===== src/fsense_pkg.sv =====
// Field sensor core shared definitions
// Sample widths, FIR tap weights and the frame and command payload types
// carried between the FIR, Haar transform, band power and peak stages

`default_nettype none

package fsense_pkg;

    // ==================================================================
    // Widths
    // ==================================================================
    localparam int ADC_BITS  = 4;
    localparam int SAMPLE_W  = 8;
    localparam int COEF_W    = 12;
    localparam int NUM_BANDS = 8;
    localparam int POWER_W   = 16;
    localparam int CMD_W     = 3;

    // Right shift per FIR tap, tap 0 is the newest sample
    // Weights sum to one: 1/4 + 1/8 + 4 * 1/16 + 1/8 + 1/4
    localparam int FIR_SHIFTS [8] = '{2, 3, 4, 4, 4, 4, 3, 2};

    // ==================================================================
    // Payload types
    // ==================================================================
    typedef logic signed [ADC_BITS-1:0] adc_t;
    typedef logic signed [SAMPLE_W-1:0] sample_t;
    typedef logic signed [COEF_W-1:0]   coef_t;

    // First field sits at the top of the vector
    typedef struct packed {
        coef_t approx3;
        coef_t detail3;
        coef_t detail2_0;
        coef_t detail2_1;
        coef_t detail1_0;
        coef_t detail1_1;
        coef_t detail1_2;
        coef_t detail1_3;
    } subband_frame_t;

    // Same band order as the subband frame
    typedef struct packed {
        logic [POWER_W-1:0] band0;
        logic [POWER_W-1:0] band1;
        logic [POWER_W-1:0] band2;
        logic [POWER_W-1:0] band3;
        logic [POWER_W-1:0] band4;
        logic [POWER_W-1:0] band5;
        logic [POWER_W-1:0] band6;
        logic [POWER_W-1:0] band7;
    } power_frame_t;

    typedef struct packed {
        logic [CMD_W-1:0]   index;
        logic [POWER_W-1:0] power;
    } cmd_t;

endpackage

`default_nettype wire

===== src/field_sensor_core.sv =====
// Field sensor core top level
// ADC samples -> FIR -> Haar transform -> band power -> peak command
// Every link is a valid/ready handshake, so back-pressure on the command
// output stalls the stages upstream one after the other

`timescale 1ns/1ps
`default_nettype none

module field_sensor_core
    import fsense_pkg::*;
(
    input  wire       clk,
    input  wire       rst_n,
    input  wire adc_t adc_data,
    input  wire       adc_valid,
    output logic      adc_ready,
    output cmd_t      cmd,
    output logic      cmd_valid,
    input  wire       cmd_ready
);

    // ==================================================================
    // Inter-stage links
    // ==================================================================
    sample_t        fir_data;
    logic           fir_valid;
    logic           fir_ready;

    subband_frame_t dwt_frame;
    logic           dwt_valid;
    logic           dwt_ready;

    power_frame_t   pwr_frame;
    logic           pwr_valid;
    logic           pwr_ready;

    lms_fir lms_fir_i (
        .clk       (clk),
        .rst_n     (rst_n),
        .in_data   (adc_data),
        .in_valid  (adc_valid),
        .in_ready  (adc_ready),
        .out_data  (fir_data),
        .out_valid (fir_valid),
        .out_ready (fir_ready)
    );

    // Eight filtered samples make one frame
    haar_dwt haar_dwt_i (
        .clk       (clk),
        .rst_n     (rst_n),
        .in_data   (fir_data),
        .in_valid  (fir_valid),
        .in_ready  (fir_ready),
        .out_frame (dwt_frame),
        .out_valid (dwt_valid),
        .out_ready (dwt_ready)
    );

    band_power band_power_i (
        .clk       (clk),
        .rst_n     (rst_n),
        .in_frame  (dwt_frame),
        .in_valid  (dwt_valid),
        .in_ready  (dwt_ready),
        .out_frame (pwr_frame),
        .out_valid (pwr_valid),
        .out_ready (pwr_ready)
    );

    peak_encoder peak_encoder_i (
        .clk       (clk),
        .rst_n     (rst_n),
        .in_frame  (pwr_frame),
        .in_valid  (pwr_valid),
        .in_ready  (pwr_ready),
        .cmd       (cmd),
        .cmd_valid (cmd_valid),
        .cmd_ready (cmd_ready)
    );

endmodule

`default_nettype wire


===== src/peak_encoder.sv =====
// Peak band encoder
// Scans the band powers one per cycle and reports the strongest band with
// its power. Ties go to the lowest band index

`timescale 1ns/1ps
`default_nettype none

module peak_encoder
    import fsense_pkg::*;
(
    input  wire               clk,
    input  wire               rst_n,
    input  wire power_frame_t in_frame,
    input  wire               in_valid,
    output logic              in_ready,
    output cmd_t              cmd,
    output logic              cmd_valid,
    input  wire               cmd_ready
);

    localparam int CNT_W = CMD_W + 1;

    power_frame_t                      frame_q;
    logic [NUM_BANDS-1:0][POWER_W-1:0] power_view;
    logic [CNT_W-1:0]                  band_q;
    logic                              busy_q;
    logic                              take_in;
    logic                              last_band;
    logic [POWER_W-1:0]                cur_power;
    logic [POWER_W-1:0]                max_q;
    logic [CMD_W-1:0]                  max_idx_q;

    assign in_ready  = !busy_q && !cmd_valid;
    assign take_in   = in_valid && in_ready;
    assign last_band = (band_q == CNT_W'(NUM_BANDS));

    // Band 0 sits in the top element of the packed view
    assign power_view = frame_q;
    assign cur_power  = power_view[CMD_W'(NUM_BANDS - 1) - band_q[CMD_W-1:0]];

    // ==================================================================
    // Scan control
    // ==================================================================
    always_ff @(posedge clk or negedge rst_n) begin
        if (!rst_n) begin
            busy_q    <= 1'b0;
            band_q    <= '0;
            cmd_valid <= 1'b0;
        end else begin
            if (take_in) begin
                busy_q <= 1'b1;
                band_q <= '0;
            end else if (busy_q) begin
                if (last_band) begin
                    busy_q    <= 1'b0;
                    cmd_valid <= 1'b1;
                end else begin
                    band_q <= band_q + 1'b1;
                end
            end
            if (cmd_valid && cmd_ready) begin
                cmd_valid <= 1'b0;
            end
        end
    end

    // Running maximum, only a strictly larger power takes over
    always_ff @(posedge clk) begin
        if (take_in) begin
            frame_q   <= in_frame;
            max_q     <= '0;
            max_idx_q <= '0;
        end else if (busy_q && !last_band && cur_power > max_q) begin
            max_q     <= cur_power;
            max_idx_q <= band_q[CMD_W-1:0];
        end
        if (busy_q && last_band) begin
            cmd <= '{index: max_idx_q, power: max_q};
        end
    end

    a_cmd_stable: assert property (@(posedge clk) disable iff (!rst_n)
        cmd_valid && !cmd_ready |=> cmd_valid && $stable(cmd));

endmodule

`default_nettype wire


===== src/band_power.sv =====
// Subband power stage
// Takes the magnitude of each coefficient and squares it on one shared
// multiplier, one band per cycle, keeping the top bits of the square

`timescale 1ns/1ps
`default_nettype none

module band_power
    import fsense_pkg::*;
(
    input  wire                 clk,
    input  wire                 rst_n,
    input  wire subband_frame_t in_frame,
    input  wire                 in_valid,
    output logic                in_ready,
    output power_frame_t        out_frame,
    output logic                out_valid,
    input  wire                 out_ready
);

    localparam int CNT_W = $clog2(NUM_BANDS) + 1;
    localparam int SQ_W  = 2 * COEF_W;

    subband_frame_t                    frame_q;
    // Packed views put band 0 in the top element
    coef_t [NUM_BANDS-1:0]             coef_view;
    logic  [NUM_BANDS-1:0][POWER_W-1:0] power_q;
    logic  [CNT_W-1:0]                 band_q;
    logic  [CNT_W-2:0]                 slot;
    logic                              busy_q;
    logic                              take_in;
    logic                              last_band;
    coef_t                             coef_sel;
    logic  [COEF_W-1:0]                mag;
    logic  [SQ_W-1:0]                  square;

    assign in_ready  = !busy_q && !out_valid;
    assign take_in   = in_valid && in_ready;
    assign last_band = (band_q == CNT_W'(NUM_BANDS));

    // Band select, magnitude and the shared square
    assign coef_view = frame_q;
    assign slot      = (CNT_W-1)'(NUM_BANDS - 1) - band_q[CNT_W-2:0];
    assign coef_sel  = coef_view[slot];
    // Most negative coefficient still fits as an unsigned magnitude
    assign mag       = coef_sel[COEF_W-1] ? (~coef_sel) + 1'b1 : coef_sel;
    assign square    = mag * mag;

    assign out_frame = power_frame_t'(power_q);

    // ==================================================================
    // Band sequencer
    // ==================================================================
    always_ff @(posedge clk or negedge rst_n) begin
        if (!rst_n) begin
            busy_q    <= 1'b0;
            band_q    <= '0;
            out_valid <= 1'b0;
        end else begin
            if (take_in) begin
                busy_q <= 1'b1;
                band_q <= '0;
            end else if (busy_q) begin
                if (last_band) begin
                    busy_q    <= 1'b0;
                    out_valid <= 1'b1;
                end else begin
                    band_q <= band_q + 1'b1;
                end
            end
            if (out_valid && out_ready) begin
                out_valid <= 1'b0;
            end
        end
    end

    always_ff @(posedge clk) begin
        if (take_in) begin
            frame_q <= in_frame;
        end
        if (busy_q && !last_band) begin
            power_q[slot] <= square[SQ_W-1 -: POWER_W];
        end
    end

    a_out_stable: assert property (@(posedge clk) disable iff (!rst_n)
        out_valid && !out_ready |=> out_valid && $stable(out_frame));

endmodule

`default_nettype wire


===== src/haar_dwt.sv =====
// Three-level Haar lifting transform
// Collects eight filtered samples, runs one lifting level per cycle and
// packs the eight subbands into a frame. The buffer refills while the
// finished frame waits downstream

`timescale 1ns/1ps
`default_nettype none

module haar_dwt
    import fsense_pkg::*;
(
    input  wire            clk,
    input  wire            rst_n,
    input  wire sample_t   in_data,
    input  wire            in_valid,
    output logic           in_ready,
    output subband_frame_t out_frame,
    output logic           out_valid,
    input  wire            out_ready
);

    localparam int PTR_W = $clog2(NUM_BANDS);

    coef_t            buf_q [NUM_BANDS];
    logic [PTR_W-1:0] wr_ptr_q;
    logic             full_q;
    // 0 idle, 1..3 level done, output loads when leaving 3
    logic [1:0]       step_q;
    coef_t            l1_a_q [4];
    coef_t            l1_d_q [4];
    coef_t            l2_a_q [2];
    coef_t            l2_d_q [2];
    coef_t            l3_a_q;
    coef_t            l3_d_q;
    logic             take_in;
    logic             start_xform;
    coef_t            in_ext;

    // Haar pair, detail is odd minus even
    function automatic coef_t lift_detail(coef_t even, coef_t odd);
        return odd - even;
    endfunction

    // Approximation is even plus half the detail
    function automatic coef_t lift_approx(coef_t even, coef_t detail);
        return even + (detail >>> 1);
    endfunction

    assign in_ext = {{(COEF_W-SAMPLE_W){in_data[SAMPLE_W-1]}}, in_data};

    // Stall while lifting, or when a full buffer cannot be handed on
    assign in_ready    = (step_q == 2'd0) && !(full_q && out_valid);
    assign take_in     = in_valid && in_ready;
    assign start_xform = full_q && (step_q == 2'd0) && !out_valid;

    // ==================================================================
    // Fill pointer and lifting sequencer
    // ==================================================================
    always_ff @(posedge clk or negedge rst_n) begin
        if (!rst_n) begin
            wr_ptr_q  <= '0;
            full_q    <= 1'b0;
            step_q    <= 2'd0;
            out_valid <= 1'b0;
        end else begin
            if (take_in) begin
                wr_ptr_q <= wr_ptr_q + 1'b1;
                if (wr_ptr_q == PTR_W'(NUM_BANDS - 1)) begin
                    full_q <= 1'b1;
                end
            end
            // Level 1 frees the buffer, slot 0 may refill on the same edge
            if (start_xform) begin
                full_q <= 1'b0;
                step_q <= 2'd1;
            end else if (step_q != 2'd0) begin
                step_q <= step_q + 2'd1;
            end
            if (step_q == 2'd3) begin
                out_valid <= 1'b1;
            end else if (out_valid && out_ready) begin
                out_valid <= 1'b0;
            end
        end
    end

    // ==================================================================
    // Sample buffer, lifting levels and output frame
    // ==================================================================
    always_ff @(posedge clk) begin
        if (take_in) begin
            buf_q[wr_ptr_q] <= in_ext;
        end
        // Level 1, four pairs from the raw samples
        if (start_xform) begin
            for (int i = 0; i < 4; i++) begin
                l1_d_q[i] <= lift_detail(buf_q[2*i], buf_q[2*i+1]);
                l1_a_q[i] <= lift_approx(buf_q[2*i], lift_detail(buf_q[2*i], buf_q[2*i+1]));
            end
        end
        // Level 2, two pairs from the level-1 approximations
        if (step_q == 2'd1) begin
            for (int i = 0; i < 2; i++) begin
                l2_d_q[i] <= lift_detail(l1_a_q[2*i], l1_a_q[2*i+1]);
                l2_a_q[i] <= lift_approx(l1_a_q[2*i], lift_detail(l1_a_q[2*i], l1_a_q[2*i+1]));
            end
        end
        if (step_q == 2'd2) begin
            l3_d_q <= lift_detail(l2_a_q[0], l2_a_q[1]);
            l3_a_q <= lift_approx(l2_a_q[0], lift_detail(l2_a_q[0], l2_a_q[1]));
        end
        if (step_q == 2'd3) begin
            out_frame <= '{approx3:   l3_a_q,
                           detail3:   l3_d_q,
                           detail2_0: l2_d_q[0],
                           detail2_1: l2_d_q[1],
                           detail1_0: l1_d_q[0],
                           detail1_1: l1_d_q[1],
                           detail1_2: l1_d_q[2],
                           detail1_3: l1_d_q[3]};
        end
    end

    a_ptr_hold: assert property (@(posedge clk) disable iff (!rst_n)
        (step_q != 2'd0) |=> $stable(wr_ptr_q));

    a_out_stable: assert property (@(posedge clk) disable iff (!rst_n)
        out_valid && !out_ready |=> out_valid && $stable(out_frame));

endmodule

`default_nettype wire


===== src/lms_fir.sv =====
// Eight-tap shift-add FIR for the field sensor core
// Each accepted ADC sample enters the delay line, then the taps are summed
// serially, one per cycle, each scaled by its table shift

`timescale 1ns/1ps
`default_nettype none

module lms_fir
    import fsense_pkg::*;
(
    input  wire     clk,
    input  wire     rst_n,
    input  wire adc_t in_data,
    input  wire     in_valid,
    output logic    in_ready,
    output sample_t out_data,
    output logic    out_valid,
    input  wire     out_ready
);

    localparam int TAPS  = $size(FIR_SHIFTS);
    localparam int CNT_W = $clog2(TAPS) + 1;

    sample_t          delay_q [TAPS];
    sample_t          acc_q;
    logic [CNT_W-1:0] tap_q;
    logic             busy_q;
    logic             take_in;
    logic             last_tap;
    sample_t          in_ext;
    sample_t          term;

    // Sign-extend the raw sample to the filter width
    assign in_ext = {{(SAMPLE_W-ADC_BITS){in_data[ADC_BITS-1]}}, in_data};

    // Only one sample in flight, output must be drained first
    assign in_ready = !busy_q && !out_valid;
    assign take_in  = in_valid && in_ready;

    // Counter past the last tap means the sum is complete
    assign last_tap = (tap_q == CNT_W'(TAPS));

    // Arithmetic shift keeps negative taps negative
    assign term = delay_q[tap_q[CNT_W-2:0]] >>> FIR_SHIFTS[tap_q[CNT_W-2:0]];

    // ==================================================================
    // Control and delay line
    // ==================================================================
    always_ff @(posedge clk or negedge rst_n) begin
        if (!rst_n) begin
            busy_q    <= 1'b0;
            tap_q     <= '0;
            out_valid <= 1'b0;
            for (int i = 0; i < TAPS; i++) begin
                delay_q[i] <= '0;
            end
        end else begin
            if (take_in) begin
                // History is kept across frames
                delay_q[0] <= in_ext;
                for (int i = 1; i < TAPS; i++) begin
                    delay_q[i] <= delay_q[i-1];
                end
                busy_q <= 1'b1;
                tap_q  <= '0;
            end else if (busy_q) begin
                if (last_tap) begin
                    busy_q    <= 1'b0;
                    out_valid <= 1'b1;
                end else begin
                    tap_q <= tap_q + 1'b1;
                end
            end
            if (out_valid && out_ready) begin
                out_valid <= 1'b0;
            end
        end
    end

    // Serial accumulator and output register
    always_ff @(posedge clk) begin
        if (take_in) begin
            acc_q <= '0;
        end else if (busy_q && !last_tap) begin
            acc_q <= acc_q + term;
        end
        if (busy_q && last_tap) begin
            out_data <= acc_q;
        end
    end

    a_out_stable: assert property (@(posedge clk) disable iff (!rst_n)
        out_valid && !out_ready |=> out_valid && $stable(out_data));

endmodule

`default_nettype wire


===== config.mk =====
export PLATFORM = sky130hd
export DESIGN_NAME = field_sensor_core
export DESIGN_NICKNAME = d
export VERILOG_FILES = /design/src/fsense_pkg.sv /design/src/field_sensor_core.sv /design/src/peak_encoder.sv /design/src/band_power.sv /design/src/haar_dwt.sv /design/src/lms_fir.sv
export SDC_FILE = /design/constraint.sdc
export NUM_CORES = 1
export LEC_CHECK = 0
export ABC_AREA = 1
export BUFFER_PORTS_ARGS = -buffer_cell sky130_fd_sc_hd__buf_2
export CORE_MARGIN = 8
export CORE_UTILIZATION = 35
export CTS_CLUSTER_DIAMETER = 60
export DETAILED_ROUTE_END_ITERATION = 16
export PLACE_DENSITY = 0.56
export SYNTH_ARGS = -nofsm -noshare
export SYNTH_HDL_FRONTEND = slang
export SYNTH_SLANG_ARGS = --single-unit

===== constraint.sdc =====
create_clock -name clk -period 31.8 [get_ports clk]
set_input_delay 3.18 -clock clk [delete_from_list [all_inputs] [get_ports clk]]
set_output_delay 3.18 -clock clk [all_outputs]
set_load 0.01 [all_outputs]

==> impl_metrics.ini <==
[status]
status = finished clean

[timing]
finalCritPeriodShare_pct = 27.27
rsz0062_at_grt = no
max_freq_mhz = 115.3
setup_violations = 0
tns_ns = 0
relSlewSlack_pct = 23.33
worstMarginPinSlew_ns = 1.149
skew_ns = 0.02874
hold_viol = 0
finalCriticalPeriod_ns = 8.672
slew_violations = 0

[flow_run]
cap_violations = 0

[final_layout]
syn_to_final_growth_pct = 12.33
antenna_cells = 0
num-nets-final = 3423
drive_gt1_share_pct = 8.852
design_area_um2 = 41500
fin_cells = 4543

[global_routing]
grt_max_degree = 81
grt_pass1_wl_mm = 114.9
grt_pass1_vias = 20698
track_usage_pct = 12.57
antenna_found_initial = 1
grt_overflow = 0

[routing]
vias = 21001
ant_nets = 0
drtIter0Drc = 1212
drt-vias-per-instance = 4.623
wl_per_cell_um = 16.26
first_pass_iters = 5
drc_errors = 0
wl_mm = 73.87

[cts]
cts_resized = 0
htreeDepth = 3
path_clk_slew_ns = 0.06
numCtsBuffers = 82
cts_setup_buffers = 0
insertion_delay_ns = 0.64
clock-sinks = 775
root_buffer = clkbuf_16
cts_tree = built
cts_hold_buf = 0
clockBufferDepth = 3

[yosys]
synth_xor_xnor_area_share_pct = 3.482
yosysWarnings = 0
syn_area_um2 = 36940
syn-instance-count = 3001
synth_cell_types = 62
synth-edff-count = 707
async_reset_ff_share_pct = 5.290
synthAdderAreaFrac_pct = 13.14
syn_avg_cell_area_um2 = 12.31
synthMuxAreaShare_pct = 0.1084
synth_top_family_by_area = adder cells
yosysSeqAreaShare_pct = 61.71
synth_seq_cells = 775
synth_compound_area_share_pct = 6.984
yosys.area_share.simple_pct = 9.439
synth-main-ff-cell = edfxtp_1

[worst_hold_path]
min_path_cells = 0
hold_path.class = flop to flop

[worst_setup_path]
slowest_delay_ns = 0.62
crit_slowest_cell = dfrtp_1
start_kind = flop
critPathKind = flop to flop
cp_data_arrival_time_ns = 9.01
critPathMaxFanout = 12
cpMostUsedCell = nand2_1
worst-endpoint-required_ns = 32.13
reg2reg_depth = 29
cp-end-kind = flop

[place]
placed_area_um2 = 38750
numPortBuffers = 26
dp_hpwl_mm = 52.14
place_inst = 4391
place.gp.congestion = 0.8242

[floorplanning]
dieArea_um2 = 116200
io_pins = 29
die_w_um = 340.9
initial_core_util_pct = 35.19
die_h_um = 340.9
row_count = 119
core_area_um2 = 105000
-- final timing paths --
| check | from | endpoint | slack [ns] |
|---|---|---|---|
| max in group asynchronous | rst_n | peak_encoder_i.band_q[1] | 28.59 |
| hold / removal | haar_dwt_i.out_frame[19] | band_power_i.coef_view[19] | 0.41 |
| min in group asynchronous | rst_n | lms_fir_i.delay_q[43] | 2.66 |
| hold reg to reg | haar_dwt_i.out_frame[19] | band_power_i.coef_view[19] | 0.41 |
| setup / recovery | band_power_i.band_q[1] | band_power_i.out_frame[11] | 23.13 |
| setup reg to reg | band_power_i.band_q[1] | band_power_i.out_frame[11] | 23.13 |
-- logic make-up after synthesis --
family	after synthesis
simple gates	793
flops	775
buf+inv	478
compound gates	472
fa+ha+maj	331
xor+xnor	146
mux	4
other cells	2
-- Yosys cell counts, types with 11 or more instances --
cell type / n / area, µm²
edfxtp_1: 707 / 21230
xnor2_1: 47 / 411.6
nor2_4: 11 / 123.9
o21bai_1: 12 / 90.09
nand4_1: 16 / 100.1
ha_1: 236 / 2953
nand3_1: 92 / 460.4
dfrtp_1: 41 / 1026
nor3_1: 12 / 60.06
o22ai_1: 34 / 212.7
inv_2: 25 / 93.84
a21oi_1: 199 / 996.0
dfxtp_1: 27 / 540.5
inv_1: 394 / 1479
nor2_2: 19 / 118.9
fa_1: 95 / 1902
nand2_2: 11 / 68.82
xor2_1: 98 / 858.3
clkbuf_1: 39 / 146.4
nor2_1: 182 / 683.2
o21ai_0: 172 / 860.8
nand2_1: 418 / 1569
-- layer usage --
metal / up-vias / part of all wire, % / global-route usage (%) / wire length [µm]
met5: - / 0 / 0 / 0
met4: 0 / 2.9 / 4.066 / 2106
met3: 111 / 3.7 / 2.052 / 2734
met2: 345 / 49 / 21.78 / 36040
met1: 10034 / 45 / 16.04 / 32990
li1: 10511 / - / - / -
-- layout make-up --
cell class / instances / area, µm²
Inverter: 423 / 1599
Clock buffer: 100 / 2245
Fill cell: 9956 / 63470
Clock inverter: 52 / 505.5
Timing Repair Buffer: 47 / 287.8
Sequential cell: 775 / 22800
Tap cell: 1391 / 1740
Multi-Input combinational cell: 1755 / 12320
-- sequential cells by signal, summed over array words and instances, names as in the netlist, 24 cells and up --
name	cells
band_power_i.out_frame	128
peak_encoder_i.frame_q	128
band_power_i.coef_view	96
haar_dwt_i.out_frame	96
haar_dwt_i.buf_q	64
haar_dwt_i.l1_a_q	48
haar_dwt_i.l1_d_q	48
haar_dwt_i.l2_a_q	24
haar_dwt_i.l2_d_q	24
-- metrics by stage --
stage	setup WS, ns	util, %	hold slack [ns]
finish	23.13	39.53	0.4061
global route	22.60	39.53	0.4119
CTS	23.16	39.53	0.4106
detailed placement	23.21	36.91	0.4045
global placement	23.25	36.91	0.4005
floorplan	20.40	-	0.4003
-- worst max-delay path, delay by kind of cell (launching register included) --
kind / cells / cell delay, ns
xor gates and xnor gates: 1 / 0.53
adders and majority gates: 7 / 3.35
DFF: 1 / 0.62
buffers and inverters: 6 / 1.12
and+or+nand+nor: 13 / 2.52
AOI/OAI and AO/OA: 2 / 0.22
-- cells in the final DEF, fill, tap and decap left out, drive strengths merged, types with 47 or more instances in the layout --
cell type | Yosys | final
nor2 | 213 | 213
nand2 | 434 | 434
buf | 16 | 47
a21oi | 199 | 199
edfxtp | 707 | 707
ha | 236 | 236
clkbuf | 39 | 100
inv | 422 | 427
fa | 95 | 95
xor2 | 99 | 99
xnor2 | 47 | 47
nand3 | 96 | 96
o21ai | 178 | 178
Power is left out: the tool's default activity adds up to more than one toggle a clock period on the data nets, which glitch-free logic cannot reach.
